`src/include/riscv_params.svh`:
```
`ifndef RISCV_PARAMS_SVH
`define RISCV_PARAMS_SVH

// Datapath and address widths
`define XLEN        32
`define WORD_ADDR_W 30

// Register file geometry
`define REG_ADDR_W  5
`define NUM_REGS    32

// First fetch address
`define RESET_PC    32'h0000_0000

// addi x0, x0, 0
`define NOP_INST    32'h0000_0013

`endif

```
`src/rtl/riscv_pkg.sv`:
```
`include "riscv_params.svh"

package riscv_pkg;

    typedef enum logic [6:0] {
        OPC_OP     = 7'b0110011,
        OPC_OP_IMM = 7'b0010011,
        OPC_LOAD   = 7'b0000011,
        OPC_STORE  = 7'b0100011,
        OPC_BRANCH = 7'b1100011,
        OPC_JAL    = 7'b1101111
    } opcode_e;

    typedef enum logic [3:0] {
        ALU_ADD = 4'd0,
        ALU_SUB = 4'd1,
        ALU_AND = 4'd2,
        ALU_OR  = 4'd3,
        ALU_XOR = 4'd4,
        ALU_SLT = 4'd5
    } alu_op_e;

    // Instruction format views, MSB first
    typedef struct packed {
        logic [6:0]             funct7;
        logic [`REG_ADDR_W-1:0] rs2;
        logic [`REG_ADDR_W-1:0] rs1;
        logic [2:0]             funct3;
        logic [`REG_ADDR_W-1:0] rd;
        opcode_e                opcode;
    } r_fmt_t;

    typedef struct packed {
        logic [11:0]            imm;
        logic [`REG_ADDR_W-1:0] rs1;
        logic [2:0]             funct3;
        logic [`REG_ADDR_W-1:0] rd;
        opcode_e                opcode;
    } i_fmt_t;

    typedef struct packed {
        logic [6:0]             imm_11_5;
        logic [`REG_ADDR_W-1:0] rs2;
        logic [`REG_ADDR_W-1:0] rs1;
        logic [2:0]             funct3;
        logic [4:0]             imm_4_0;
        opcode_e                opcode;
    } s_fmt_t;

    typedef struct packed {
        logic                   imm_12;
        logic [5:0]             imm_10_5;
        logic [`REG_ADDR_W-1:0] rs2;
        logic [`REG_ADDR_W-1:0] rs1;
        logic [2:0]             funct3;
        logic [3:0]             imm_4_1;
        logic                   imm_11;
        opcode_e                opcode;
    } b_fmt_t;

    typedef struct packed {
        logic                   imm_20;
        logic [9:0]             imm_10_1;
        logic                   imm_11;
        logic [7:0]             imm_19_12;
        logic [`REG_ADDR_W-1:0] rd;
        opcode_e                opcode;
    } j_fmt_t;

    typedef union packed {
        r_fmt_t r_view;
        i_fmt_t i_view;
        s_fmt_t s_view;
        b_fmt_t b_view;
        j_fmt_t j_view;
    } inst_u;

    typedef struct packed {
        logic    reg_write;
        logic    mem_read;
        logic    mem_write;
        logic    alu_src_imm;  // Operand b from imm
        alu_op_e alu_op;
    } ctrl_t;

    typedef struct packed {
        logic                   valid;
        ctrl_t                  ctrl;
        logic [`XLEN-1:0]       rs1_val;
        logic [`XLEN-1:0]       rs2_val;
        logic [`REG_ADDR_W-1:0] rs1;
        logic [`REG_ADDR_W-1:0] rs2;
        logic [`REG_ADDR_W-1:0] rd;
        logic [`XLEN-1:0]       imm;
    } id_ex_t;

    typedef struct packed {
        logic                   valid;
        logic                   reg_write;
        logic                   mem_read;
        logic                   mem_write;
        logic [`REG_ADDR_W-1:0] rd;
        logic [`XLEN-1:0]       alu_result;
        logic [`XLEN-1:0]       store_data;
    } ex_mem_t;

    typedef struct packed {
        logic                   en;
        logic [`REG_ADDR_W-1:0] rd;
        logic [`XLEN-1:0]       data;
    } wb_t;

    typedef struct packed {
        logic                    valid;
        logic                    write;
        logic [`WORD_ADDR_W-1:0] addr;
        logic [`XLEN-1:0]        wdata;
    } bus_req_t;

endpackage

```
`src/rtl/fetch_stage.sv`:
```
`include "riscv_params.svh"

module fetch_stage import riscv_pkg::*; (
    input  logic             clk,
    input  logic             RST_n,
    input  logic             stall,
    input  logic             hold,
    input  logic             redirect,
    input  logic [`XLEN-1:0] redirect_pc,
    output bus_req_t         fetch_req,
    input  logic [`XLEN-1:0] fetch_rdata,
    output inst_u            if_inst,
    output logic [`XLEN-1:0] if_pc
);

    logic [`XLEN-1:0] pc;

    // Fetch always reads the word at pc
    assign fetch_req = '{valid: 1'b1, write: 1'b0, addr: pc[`XLEN-1:2], wdata: '0};

    always_ff @(posedge clk) begin
        if (!RST_n) begin
            pc      <= `RESET_PC;
            if_inst <= `NOP_INST;
            if_pc   <= '0;
        end else if (!stall) begin
            if (redirect) begin
                pc      <= redirect_pc;
                if_inst <= `NOP_INST;  // Kill the wrong-path fetch
            end else if (!hold) begin
                pc      <= pc + `XLEN'd4;
                if_inst <= fetch_rdata;
                if_pc   <= pc;
            end
        end
    end

    // Decode must not redirect while a load-use bubble is pending
    a_no_redirect_on_hold: assert property (@(posedge clk) disable iff (!RST_n)
        !(redirect && hold));

endmodule

```
`src/rtl/decode_stage.sv`:
```
`include "riscv_params.svh"

module decode_stage import riscv_pkg::*; (
    input  logic                   clk,
    input  logic                   RST_n,
    input  logic                   stall,
    input  inst_u                  if_inst,
    input  logic [`XLEN-1:0]       if_pc,
    input  wb_t                    wb,
    input  wb_t                    ex_fwd,
    input  logic                   ex_rd_is_load,
    input  logic [`REG_ADDR_W-1:0] ex_rd,
    output logic                   redirect,
    output logic [`XLEN-1:0]       redirect_pc,
    output logic                   hold,
    output id_ex_t                 id_ex
);

    logic [`XLEN-1:0]       regs [`NUM_REGS];
    ctrl_t                  ctrl;
    logic [`XLEN-1:0]       imm, imm_i, imm_s, imm_b, imm_j;
    logic                   is_branch, is_jal, uses_rs1, uses_rs2, taken;
    logic [`REG_ADDR_W-1:0] rs1, rs2;
    logic [`XLEN-1:0]       rf_rs1, rf_rs2, br_rs1, br_rs2;
    id_ex_t                 id_next;

    function automatic alu_op_e alu_op_of(input logic [2:0] f3, input logic alt);
        case (f3)
            3'b000:  return alt ? ALU_SUB : ALU_ADD;
            3'b010:  return ALU_SLT;
            3'b100:  return ALU_XOR;
            3'b110:  return ALU_OR;
            3'b111:  return ALU_AND;
            default: return ALU_ADD;
        endcase
    endfunction

    // Take src when it writes idx, else keep fallback
    function automatic logic [`XLEN-1:0] fwd_pick(input logic [`REG_ADDR_W-1:0] idx,
                                                  input wb_t src,
                                                  input logic [`XLEN-1:0] fallback);
        if (src.en && src.rd == idx && idx != '0)
            return src.data;
        return fallback;
    endfunction

    assign rs1 = if_inst.r_view.rs1;
    assign rs2 = if_inst.r_view.rs2;

    // Immediates straight out of the format views
    assign imm_i = {{20{if_inst.i_view.imm[11]}}, if_inst.i_view.imm};
    assign imm_s = {{20{if_inst.s_view.imm_11_5[6]}}, if_inst.s_view.imm_11_5,
                    if_inst.s_view.imm_4_0};
    assign imm_b = {{19{if_inst.b_view.imm_12}}, if_inst.b_view.imm_12, if_inst.b_view.imm_11,
                    if_inst.b_view.imm_10_5, if_inst.b_view.imm_4_1, 1'b0};
    assign imm_j = {{11{if_inst.j_view.imm_20}}, if_inst.j_view.imm_20,
                    if_inst.j_view.imm_19_12, if_inst.j_view.imm_11,
                    if_inst.j_view.imm_10_1, 1'b0};

    always_comb begin
        ctrl      = '0;  // alu_op defaults to add
        imm       = '0;
        is_branch = 1'b0;
        is_jal    = 1'b0;
        uses_rs1  = 1'b1;
        uses_rs2  = 1'b0;
        case (if_inst.r_view.opcode)
            OPC_OP: begin
                ctrl.reg_write = 1'b1;
                ctrl.alu_op    = alu_op_of(if_inst.r_view.funct3, if_inst.r_view.funct7[5]);
                uses_rs2       = 1'b1;
            end
            OPC_OP_IMM: begin
                ctrl.reg_write   = 1'b1;
                ctrl.alu_src_imm = 1'b1;
                ctrl.alu_op      = alu_op_of(if_inst.i_view.funct3, 1'b0);
                imm              = imm_i;
            end
            OPC_LOAD: begin
                ctrl.reg_write   = 1'b1;
                ctrl.mem_read    = 1'b1;
                ctrl.alu_src_imm = 1'b1;
                imm              = imm_i;
            end
            OPC_STORE: begin
                ctrl.mem_write   = 1'b1;
                ctrl.alu_src_imm = 1'b1;
                imm              = imm_s;
                uses_rs2         = 1'b1;
            end
            OPC_BRANCH: begin
                is_branch = 1'b1;
                uses_rs2  = 1'b1;
            end
            OPC_JAL: begin
                is_jal           = 1'b1;
                ctrl.reg_write   = 1'b1;
                ctrl.alu_src_imm = 1'b1;
                imm              = `XLEN'd4;  // Link value is pc + 4
                uses_rs1         = 1'b0;
            end
            default: uses_rs1 = 1'b0;
        endcase
    end

    // Load in execute feeding this instruction
    assign hold = ex_rd_is_load && ex_rd != '0 &&
                  ((uses_rs1 && ex_rd == rs1) || (uses_rs2 && ex_rd == rs2));

    assign rf_rs1 = fwd_pick(rs1, wb, regs[rs1]);
    assign rf_rs2 = fwd_pick(rs2, wb, regs[rs2]);
    assign br_rs1 = fwd_pick(rs1, ex_fwd, rf_rs1);  // Youngest producer wins
    assign br_rs2 = fwd_pick(rs2, ex_fwd, rf_rs2);

    // funct3[0] selects bne
    assign taken       = is_branch && ((br_rs1 == br_rs2) ^ if_inst.b_view.funct3[0]);
    assign redirect    = (taken || is_jal) && !hold;
    assign redirect_pc = if_pc + (is_jal ? imm_j : imm_b);

    always_comb begin
        id_next.valid   = 1'b1;
        id_next.ctrl    = ctrl;
        id_next.rs1_val = is_jal ? if_pc : rf_rs1;
        id_next.rs2_val = rf_rs2;
        id_next.rs1     = uses_rs1 ? rs1 : '0;
        id_next.rs2     = uses_rs2 ? rs2 : '0;
        id_next.rd      = if_inst.r_view.rd;
        id_next.imm     = imm;
    end

    always_ff @(posedge clk) begin
        if (!RST_n)
            id_ex <= '0;
        else if (!stall)
            id_ex <= hold ? '0 : id_next;  // Bubble on load-use
    end

    always_ff @(posedge clk) begin
        if (!RST_n) begin
            for (int i = 0; i < `NUM_REGS; i++)
                regs[i] <= '0;
        end else if (!stall && wb.en && wb.rd != '0) begin
            regs[wb.rd] <= wb.data;
        end
    end

    a_x0_zero: assert property (@(posedge clk) disable iff (!RST_n) regs[0] == '0);

    // Load-use bubble lasts one cycle
    a_hold_one_cycle: assert property (@(posedge clk) disable iff (!RST_n)
        (hold && !stall) |=> !hold);

endmodule

```
`src/rtl/execute_stage.sv`:
```
`include "riscv_params.svh"

module execute_stage import riscv_pkg::*; (
    input  logic                   clk,
    input  logic                   RST_n,
    input  logic                   stall,
    input  id_ex_t                 id_ex,
    input  wb_t                    wb,
    output ex_mem_t                ex_mem,
    output wb_t                    ex_fwd,
    output logic                   ex_rd_is_load,
    output logic [`REG_ADDR_W-1:0] ex_rd
);

    logic [`XLEN-1:0] op_a, op_b, rs2_v, alu_out;

    // Producer in mem_wb shows up on wb, loads included
    function automatic logic [`XLEN-1:0] operand(input logic [`REG_ADDR_W-1:0] idx,
                                                 input logic [`XLEN-1:0] reg_val);
        if (idx == '0)
            return reg_val;
        if (wb.en && wb.rd == idx)
            return wb.data;
        return reg_val;
    endfunction

    assign op_a  = operand(id_ex.rs1, id_ex.rs1_val);
    assign rs2_v = operand(id_ex.rs2, id_ex.rs2_val);
    assign op_b  = id_ex.ctrl.alu_src_imm ? id_ex.imm : rs2_v;

    always_comb begin
        case (id_ex.ctrl.alu_op)
            ALU_SUB: alu_out = op_a - op_b;
            ALU_AND: alu_out = op_a & op_b;
            ALU_OR:  alu_out = op_a | op_b;
            ALU_XOR: alu_out = op_a ^ op_b;
            ALU_SLT: alu_out = {{(`XLEN-1){1'b0}}, $signed(op_a) < $signed(op_b)};
            default: alu_out = op_a + op_b;
        endcase
    end

    // Result toward decode for branch compare
    assign ex_fwd = '{en:   id_ex.valid && id_ex.ctrl.reg_write && !id_ex.ctrl.mem_read,
                      rd:   id_ex.rd,
                      data: alu_out};

    assign ex_rd_is_load = id_ex.valid && id_ex.ctrl.mem_read;
    assign ex_rd         = id_ex.rd;

    always_ff @(posedge clk) begin
        if (!RST_n) begin
            ex_mem <= '0;
        end else if (!stall) begin
            ex_mem.valid      <= id_ex.valid;
            ex_mem.reg_write  <= id_ex.ctrl.reg_write;
            ex_mem.mem_read   <= id_ex.ctrl.mem_read;
            ex_mem.mem_write  <= id_ex.ctrl.mem_write;
            ex_mem.rd         <= id_ex.rd;
            ex_mem.alu_result <= alu_out;
            ex_mem.store_data <= rs2_v;
        end
    end

endmodule

```
`src/rtl/mem_wb_stage.sv`:
```
`include "riscv_params.svh"

module mem_wb_stage import riscv_pkg::*; (
    input  ex_mem_t          ex_mem,
    output bus_req_t         data_req,
    input  logic [`XLEN-1:0] data_rdata,
    output wb_t              wb
);

    logic access;

    assign access = ex_mem.valid && (ex_mem.mem_read || ex_mem.mem_write);

    // Word access, low address bits dropped
    always_comb begin
        data_req.valid = access;
        data_req.write = ex_mem.valid && ex_mem.mem_write;
        data_req.addr  = ex_mem.alu_result[`XLEN-1:2];
        data_req.wdata = ex_mem.store_data;
    end

    always_comb begin
        wb.en   = ex_mem.valid && ex_mem.reg_write;
        wb.rd   = ex_mem.rd;
        wb.data = ex_mem.mem_read ? data_rdata : ex_mem.alu_result;
    end

endmodule

```
`src/rtl/mem_arbiter.sv`:
```
`include "riscv_params.svh"

module mem_arbiter import riscv_pkg::*; (
    input  logic             clk,
    input  logic             RST_n,
    input  bus_req_t         fetch_req,
    input  bus_req_t         data_req,
    output bus_req_t         mem_req,
    input  logic [`XLEN-1:0] mem_rdata,
    input  logic             mem_ready,
    output logic [`XLEN-1:0] fetch_rdata,
    output logic [`XLEN-1:0] data_rdata,
    output logic             stall
);

    logic             data_done_q;  // Data side finished, fetch still owed
    logic             data_active;
    logic [`XLEN-1:0] rdata_q;

    assign data_active = data_req.valid && !data_done_q;
    assign mem_req     = data_active ? data_req : fetch_req;
    assign fetch_rdata = mem_rdata;
    assign data_rdata  = data_done_q ? rdata_q : mem_rdata;

    // Data owns the port, or fetch is waiting on ready
    assign stall = data_active || (fetch_req.valid && !mem_ready);

    always_ff @(posedge clk) begin
        if (!RST_n)
            data_done_q <= 1'b0;
        else if (!stall)
            data_done_q <= 1'b0;
        else if (data_active && mem_ready)
            data_done_q <= 1'b1;
    end

    // Load data kept until the pipeline moves
    always_ff @(posedge clk) begin
        if (data_active && mem_ready)
            rdata_q <= mem_rdata;
    end

    a_write_owner: assert property (@(posedge clk) disable iff (!RST_n)
        mem_req.write |-> data_active);

endmodule

```
`src/rtl/riscv_core.sv`:
```
`include "riscv_params.svh"

module riscv_core import riscv_pkg::*; (
    input  logic             clk,
    input  logic             RST_n,
    output bus_req_t         mem_req,
    input  logic [`XLEN-1:0] mem_rdata,
    input  logic             mem_ready
);

    bus_req_t               fetch_req, data_req;
    logic [`XLEN-1:0]       fetch_rdata, data_rdata;
    logic                   stall, hold, redirect;
    logic [`XLEN-1:0]       redirect_pc, if_pc;
    inst_u                  if_inst;
    id_ex_t                 id_ex;
    ex_mem_t                ex_mem;
    wb_t                    wb, ex_fwd;
    logic                   ex_rd_is_load;
    logic [`REG_ADDR_W-1:0] ex_rd;

    fetch_stage fetch_stage_inst (
        .clk         (clk),
        .RST_n       (RST_n),
        .stall       (stall),
        .hold        (hold),
        .redirect    (redirect),
        .redirect_pc (redirect_pc),
        .fetch_req   (fetch_req),
        .fetch_rdata (fetch_rdata),
        .if_inst     (if_inst),
        .if_pc       (if_pc)
    );

    decode_stage decode_stage_inst (
        .clk           (clk),
        .RST_n         (RST_n),
        .stall         (stall),
        .if_inst       (if_inst),
        .if_pc         (if_pc),
        .wb            (wb),
        .ex_fwd        (ex_fwd),
        .ex_rd_is_load (ex_rd_is_load),
        .ex_rd         (ex_rd),
        .redirect      (redirect),
        .redirect_pc   (redirect_pc),
        .hold          (hold),
        .id_ex         (id_ex)
    );

    execute_stage execute_stage_inst (
        .clk           (clk),
        .RST_n         (RST_n),
        .stall         (stall),
        .id_ex         (id_ex),
        .wb            (wb),
        .ex_mem        (ex_mem),
        .ex_fwd        (ex_fwd),
        .ex_rd_is_load (ex_rd_is_load),
        .ex_rd         (ex_rd)
    );

    mem_wb_stage mem_wb_stage_inst (
        .ex_mem     (ex_mem),
        .data_req   (data_req),
        .data_rdata (data_rdata),
        .wb         (wb)
    );

    // Single shared port, data first
    mem_arbiter mem_arbiter_inst (
        .clk         (clk),
        .RST_n       (RST_n),
        .fetch_req   (fetch_req),
        .data_req    (data_req),
        .mem_req     (mem_req),
        .mem_rdata   (mem_rdata),
        .mem_ready   (mem_ready),
        .fetch_rdata (fetch_rdata),
        .data_rdata  (data_rdata),
        .stall       (stall)
    );

endmodule

```
`config.mk`:
```
export PLATFORM = sky130hd
export DESIGN_NAME = riscv_core
export DESIGN_NICKNAME = d
export VERILOG_FILES = /design/src/rtl/riscv_pkg.sv /design/src/rtl/fetch_stage.sv /design/src/rtl/decode_stage.sv /design/src/rtl/execute_stage.sv /design/src/rtl/mem_wb_stage.sv /design/src/rtl/mem_arbiter.sv /design/src/rtl/riscv_core.sv
export VERILOG_INCLUDE_DIRS = /design/src /design/src/include
export SDC_FILE = /design/constraint.sdc
export NUM_CORES = 2
export LEC_CHECK = 0
export ABC_CLOCK_PERIOD_IN_PS = 22000
export BUFFER_PORTS_ARGS = -buffer_cell sky130_fd_sc_hd__buf_2
export CORE_ASPECT_RATIO = 0.9
export CORE_UTILIZATION = 45
export CTS_BUF_LIST = sky130_fd_sc_hd__clkbuf_8
export CTS_CLUSTER_SIZE = 16
export DETAILED_ROUTE_END_ITERATION = 16
export GPL_TIMING_DRIVEN = 1
export REMOVE_ABC_BUFFERS = 1
export SETUP_SLACK_MARGIN = 0.5
export SLEW_MARGIN = 30
export SYNTH_ARGS = -nofsm -noshare
export SYNTH_HDL_FRONTEND = slang
export SYNTH_SLANG_ARGS = --single-unit
export TNS_END_PERCENT = 10
```
`constraint.sdc`:
```
create_clock -name clk -period 22 [get_ports clk]
set_clock_uncertainty 0.2 [all_clocks]
set_input_delay 1.1 -clock clk [delete_from_list [all_inputs] [get_ports clk]]
set_output_delay 1.1 -clock clk [all_outputs]
set_load 0.02 [all_outputs]
```
; Word level (Yosys, flattened, before mapping)
; Memories as Yosys holds them, arrays and structs flattened. A register that Yosys moved wholly into a read port is not among the register bits.
; Cells that the tools add are included.
[totals]
ff_bits = 322
latch_bits = 0
ram_bits = 1024
mem_bits_ro = 0
out_inout_bits = 64
memories = 1
[memory_table]
columns = name, depth, word_bits, read_ports, rd_clocked_by_memory_dff, write_ports, line_no
row1 = decode_stage_inst.regs, 32, 32, 2, 2, 32, decode_stage.sv:19  ; logic [`XLEN-1:0] regs [`NUM_REGS];
[op_classes]
add_sub_neg = 4
mul = 0
n_div = 0
order_cmp = 1
n_eq_ne = 23
n_shift = 0
n_mux = 64
bitwise_logic = 7
n_reduce_logical = 51
[ops]
columns = cell, count
row1 = 2-to-1 mux 32 bit, 25
row2 = case mux 32 bit (5 select lines), 1
row3 = 2-to-1 mux 120 bit, 1
row4 = case mux 32 bit (3 select lines), 1
row5 = adder 32 bit, 2
row6 = 2-to-1 mux 64 bit, 1
row7 = 2-to-1 mux 5 bit, 7
row8 = adder 32 x 3 -> 32 bit (second input constant), 1
row9 = bitwise AND 32 bit, 1
row10 = equality test 32 bit, 1
row11 = less-than comparator 32 bit, 1
row12 = bitwise OR 32 bit, 1
row13 = OR reduction 32 bit, 1
row14 = subtractor 32 bit, 1
row15 = bitwise XOR 32 bit, 1
row16 = equality test 5 bit, 6
row17 = logical AND 1 bit, 26
row18 = 2-to-1 mux 1 bit, 24
row19 = 2-to-1 mux 20 bit, 1
row20 = case mux 4 bit (5 select lines), 1
row21 = nonzero test 5 bit, 4
row22 = equality test 7 x 6 -> 1 bit (second input constant), 2
row23 = equality test 7 bit (second input constant), 2
row24 = case mux 3 bit (4 select lines), 1
row25 = other kinds (21), 37

; Logic depth before layout (Yosys ltp)
[logic_depth]
ltp_word = 20
ltp_mapped = 32

; Hierarchy
; From an unflattened synthesis, not the netlist that was laid out.
[unflattened]
hier_cells = 6852
area_unflattened_um2 = 80138.1
[modules_own_cells]
columns = mod, instances, cells_each, area_each_um2
row1 = decode_stage, 1, 4771, 62758.9
row2 = execute_stage, 1, 1202, 9115.0
row3 = fetch_stage, 1, 592, 4667.0
row4 = mem_arbiter, 1, 180, 2526.2
row5 = mem_wb_stage, 1, 107, 1071.0

; Worst setup path before layout
; OpenSTA, ideal clock, no wires.
[synth_timing]
path_type = reg2reg
startpoint = reg, netlist name execute_stage_inst.ex_mem[66]
endpoint = reg fetch_stage_inst.pc[23]
t_arrival_ps = 6783
required_time_ps = 21680
setup_slack_ps = 14897
stages_incl_launch_ff = 28
path_buffers = 4
synth_period_minus_slack_ps = 7103
path_cell_list = dfxtp_1 -> clkbuf_1 -> nor2_1 -> a211oi_1 -> a21oi_1 -> or4_1 -> clkbuf_1 -> clkbuf_1 -> nand2_1 -> o21ai_0 -> mux2i_1 -> ha_1 -> nor2b_1 -> o31a_1 -> o2111a_1 -> a31oi_1 -> o31ai_1 -> or3b_2 -> o22ai_1 -> o211ai_1 -> o41ai_1 -> o2111ai_1 -> a2111oi_2 -> a31oi_2 -> o31ai_4 -> buf_6 -> mux2_1 -> a211o_1
[synth_between]
elab_chain_cells = 18
word_cells_on_any_way = 44
classes_between = add/sub: 2 / order compare: 1 / eq/ne: 6 / mux: 21 / bitwise: 4 / reduce/logical: 10
[synth_lines]
columns = element, line_no
row1 = equality test 5 bit, execute_stage.sv:22  ; if (wb.en && wb.rd == idx)
row2 = logical AND 1 bit, execute_stage.sv:22
row3 = 2-to-1 mux 1 bit (2 in a row), execute_stage.sv:22
row4 = 2-to-1 mux 32 bit, execute_stage.sv:24  ; return reg_val;
row5 = 2-to-1 mux 32 bit, execute_stage.sv:22
row6 = 2-to-1 mux 32 bit, execute_stage.sv:29  ; assign op_b = id_ex.ctrl.alu_src_imm ? id_ex.imm : rs2_v;
row7 = "adder 32 bit, or another cell as far along", execute_stage.sv:38  ; default: alu_out = op_a + op_b;
row8 = case mux 32 bit (5 select lines), execute_stage.sv:32  ; case (id_ex.ctrl.alu_op)
row9 = 2-to-1 mux 32 bit, decode_stage.sv:42  ; if (src.en && src.rd == idx && idx != '0)
row10 = 2-to-1 mux 32 bit, decode_stage.sv:44  ; return fallback;
row11 = equality test 32 bit (*), decode_stage.sv:116  ; assign taken = is_branch && ((br_rs1 == br_rs2) ^ if_inst.b_view.funct3[0]);
row12 = bitwise XOR 1 bit (*), decode_stage.sv:116
row13 = logical AND 1 bit (*), decode_stage.sv:116
row14 = logical OR 1 bit (*), decode_stage.sv:117  ; assign redirect = (taken || is_jal) && !hold;
row15 = logical AND 1 bit (*), decode_stage.sv:117
row16 = inequality test 2 x 1 -> 1 bit (no line), -
row17 = AND reduction 2 bit (no line), -
row18 = "end signal, assigned", fetch_stage.sv:23  ; pc <= `RESET_PC;
row19 = "end signal, assigned", fetch_stage.sv:28  ; pc <= redirect_pc;
row20 = "end signal, assigned", fetch_stage.sv:31  ; pc <= pc + `XLEN'd4;
row21 = "end, declared", fetch_stage.sv:16  ; logic [`XLEN-1:0] pc;
; Mark *: on every way between the ends. The rest lies on a longest branch, timed or not. The select of a mux whose other input is x is not followed.
; A chain may end at the register's enable or synchronous reset.

; Worst setup path after layout
[layout_timing]
startpoint = reg, netlist name execute_stage_inst.ex_mem[64]
endpoint = reg fetch_stage_inst.if_pc[0]
[layout_between]
elab_chain_cells = 18
word_cells_on_any_way = 43
classes_between = add/sub: 2 / order compare: 1 / eq/ne: 5 / mux: 20 / bitwise: 5 / reduce/logical: 10
[layout_lines]
columns = element, line_no
row1 = equality test 5 bit, execute_stage.sv:22
row2 = logical AND 1 bit, execute_stage.sv:22
row3 = 2-to-1 mux 1 bit (2 in a row), execute_stage.sv:22
row4 = 2-to-1 mux 32 bit, execute_stage.sv:24
row5 = 2-to-1 mux 32 bit, execute_stage.sv:22
row6 = 2-to-1 mux 32 bit, execute_stage.sv:29
row7 = "adder 32 bit, or another cell as far along", execute_stage.sv:38
row8 = case mux 32 bit (5 select lines), execute_stage.sv:32
row9 = 2-to-1 mux 32 bit, decode_stage.sv:42
row10 = 2-to-1 mux 32 bit, decode_stage.sv:44
row11 = equality test 32 bit (*), decode_stage.sv:116
row12 = bitwise XOR 1 bit (*), decode_stage.sv:116
row13 = logical AND 1 bit (*), decode_stage.sv:116
row14 = logical OR 1 bit (*), decode_stage.sv:117
row15 = logical AND 1 bit (*), decode_stage.sv:117
row16 = NOT 1 bit (no line) (*), -
row17 = AND reduction 3 bit (no line) (*), -
row18 = "end signal, assigned", fetch_stage.sv:33  ; if_pc <= pc;
row19 = "end, declared", fetch_stage.sv:13  ; output logic [`XLEN-1:0] if_pc
; Marked as above.

==> metrics <==
status finished clean; Synth Flop Type edfxtp_1; # Post-CTS Setup Buffers 0; Setup Viol. Count Final 0; number of max-cap violations 0; # fillers 14.6k; # rows 141; WL per Instance 33.9 µm; kind of critical path reg -> reg; Synth Area in XOR/XNOR 1.72%; Gate power share 18.7%; fin crit share 47.2%; port bufs 97; Unique masters post-synth 96; synth top area cells edfxtp_1 42%, mux4_2 15%, dfxtp_1 7.5%; top cells by count, synth 1208 x nor2_1, 1056 x edfxtp_1, 550 x nand2_1, 484 x mux4_2, 399 x clkbuf_1; # H-tree levels 4; startpoint type of the worst setup path flip-flop; Synth Area in Simple Gates 12.8%; cts repair resizes 0; syn avg cell area 11.5 µm²; worst skew pair latency 0.99 ns; slew at the pin with the worst max-slew slack 1.09 ns; clock sink total 1335; hold_buf cts 0; Slew Limit Fails 0; largest family of logic cells by synthesized area multiplexers; Via Count 59.7k; GRT Util Overall 35.3%; net load switching power 1.96 mW; core region area 0.165 mm²; minimum clock period 10.39 ns; Post-DP HPWL 192000 µm; Starting DRT DRC Count 9698; min setup slack post-route 11.61 ns; gr ovfl total 0; Hold Crit Class in -> reg; CP Data Arrival Time 11.00 ns; length of the first detailed-routing pass in iterations 8; largest net degree at the start of global routing 121; CTS tree built; worst rel slew slack 26.9%; # DRC 0; top-area cell type share of the netlist area 42.4%; Cell Area, Placed 0.0777 mm²; Via-to-Cell Ratio 6.72; sequential power share 46.7%; area leader, netlist edfxtp_1; Crit Reg-Reg Startpoint execute_stage_inst.ex_mem[64]; pre-CTS setup slack 12.01 ns; number of I/O pins 99; hold path endpoint mem_arbiter_inst.rdata_q[12]; Synth warnings 0; GP Congestion 0.991; TNS Setup 0 ns; Die H 389 µm; Placed Cells 8473; CTS buffer count 219; initial antenna violation count 11; WP data required 22.60 ns; mux contribution to synthesized area 18.3%; hold slack 0.142 ns; routed wire length 301000 µm; Adder-Cell Fraction of Synth Area 2.21%; Die W 432 µm; pwr/cell area 75.6 mW/mm²; post-synthesis compound-gate area fraction 11.0%; FF-to-FF setup slack 11.61 ns; sequential area share after synthesis 49.9%; Die ar. 0.168 mm²; clock power share 34.6%; most frequent cell after synthesis nor2_1; share of layout cells above drive strength 1 18.9%; starting density of the core 45.4%; Hold Crit Depth 1; Post-synth EDFFs 1056; Detail Route Antenna Nets 0; Synth Cell Area 0.0748 mm²; Post-Synthesis Cells 6521; critical path peak fanout 49; Root Driver clkbuf_8; global-route wire length before repair 421000 µm; r2r worst-path depth 25; Async S/R FF share, synth 0%; HP Start mem_rdata[12]; Peak VDD IR 0.0491 mV; fmax 0.0962 GHz; Net Sw Frac 31.6%; Setup crit end kind flip-flop; RSZ-0062 raised after global routing no; leakage power 28.9 nW; Final Instance Area 0.0819 mm²; Finished Layout Cells 8888; Final Hold Fails 0; Syn-to-layout area delta 9.58%; CTS clk-pin slew, worst paths 0.07 ns; r2r endpoint fetch_stage_inst.if_pc[0]; vias in the first global route 56.6k; Layout Nets 6645; clk buf depth 3; synthesized flop and latch total 1335; Internal 4.24 mW
state kept, by name (all words and copies together) (netlist names), named ones only:
name,cells
decode_stage_inst.id_ex,99
decode_stage_inst.regs,1024
execute_stage_inst.ex_mem,73
fetch_stage_inst.if_inst,32
fetch_stage_inst.if_pc,32
fetch_stage_inst.pc,32
mem_arbiter_inst.data_done_q,1
mem_arbiter_inst.rdata_q,32
worst max-delay path by stage:
stage / from / end / slack, ns / cells after the start
2_1_floorplan: flip-flop / fetch_stage_inst.if_pc[0] / 5.39 / 16
3_3_place_gp: execute_stage_inst.ex_mem[64] / fetch_stage_inst.if_pc[0] / 12.08 / 26
3_5_place_dp: execute_stage_inst.ex_mem[64] / fetch_stage_inst.if_pc[29] / 12.01 / 28
4_1_cts: execute_stage_inst.ex_mem[64] / fetch_stage_inst.if_pc[29] / 12.00 / 28
5_1_grt: execute_stage_inst.ex_mem[64] / fetch_stage_inst.if_pc[19] / 11.27 / 28
6_report: execute_stage_inst.ex_mem[64] / fetch_stage_inst.if_pc[0] / 11.61 / 25
metal layers:
| layer | part of all wire, % | vias to the layer above | global-route usage [%] | routed length (µm) |
|---|---|---|---|---|
| met3 | 15 | 669 | 9.96 | 44700 |
| met5 | 0.0070 | - | 0 | 21 |
| met1 | 40 | 30012 | 51.9 | 119000 |
| met2 | 41 | 4728 | 48.9 | 124000 |
| li1 | - | 24288 | - | - |
| met4 | 4.3 | 4 | 13.8 | 12900 |
cells in the final DEF (no fill, tap or decap), types with 96 or more instances in the layout:
master / count
a22oi_1: 180
mux2i_1: 251
nor2_1: 1202
edfxtp_1: 1056
mux4_2: 484
a22o_1: 118
ha_1: 127
o21ai_0: 220
a21oi_1: 221
buf_4: 181
buf_2: 96
dfxtp_1: 264
clkbuf_8: 239
inv_1: 195
nand2_1: 492
through the flow:
step | power, mW | util, %
2_1_floorplan | 3.65 | -
3_3_place_gp | 4.05 | 47.2
3_5_place_dp | 4.06 | 47.2
4_1_cts | 6.16 | 49.7
5_1_grt | 6.35 | 49.8
6_report | 6.19 | 49.8
critical path, stage by stage (launching register included):
cell and delay (ns):
dfxtp_1 0.42, nor2_1 0.74, a211oi_1 0.16, a21oi_1 0.15
or4_2 0.34, buf_4 0.57, o21ai_0 0.29, mux2i_1 0.49
fa_1 0.35, a211oi_1 0.16, o31ai_1 0.87, nand3_1 0.40
nand4_1 0.31, o211ai_1 0.13, o2bb2ai_1 0.21, xor2_1 0.17
a21oi_1 0.68, xnor2_1 0.18, o41ai_1 0.34, o2111ai_1 0.21
a2111oi_2 0.91, a31oi_2 0.31, o31ai_4 0.28, buf_4 0.54
nand2_4 0.51, mux2i_1 0.23
cell type report:
cell class	instances	area (µm²)	share of cell area, %
Multi-Input combinational cell	4516	35100	42.9
Sequential cell	1335	37300	45.6
Tap cell	2216	2770	3.38
Timing Repair Buffer	287	2050	2.50
Antenna cell	3	7.51	0.00916
Clock buffer	239	3290	4.01
Inverter	121	454	0.554
Clock inverter	171	885	1.08
power by group through the flow:
stage | clock network (mW) | logic, mW | registers [mW]
CTS | 2.15 | 1.12 | 2.89
global route | 2.25 | 1.20 | 2.90
detailed placement | 0 | 1.11 | 2.94
global placement | 0 | 1.11 | 2.94
finish | 2.14 | 1.16 | 2.89
floorplan | 0 | 0.704 | 2.94
logic make-up after synthesis:
family          count (synthesis)
fa+ha+maj                     130
compound gates               1215
mux                           757
simple gates                 2234
xor+xnor                      147
buf+inv                       701
other cells                     2
flops                        1335
(Power assumes the default switching activity.)
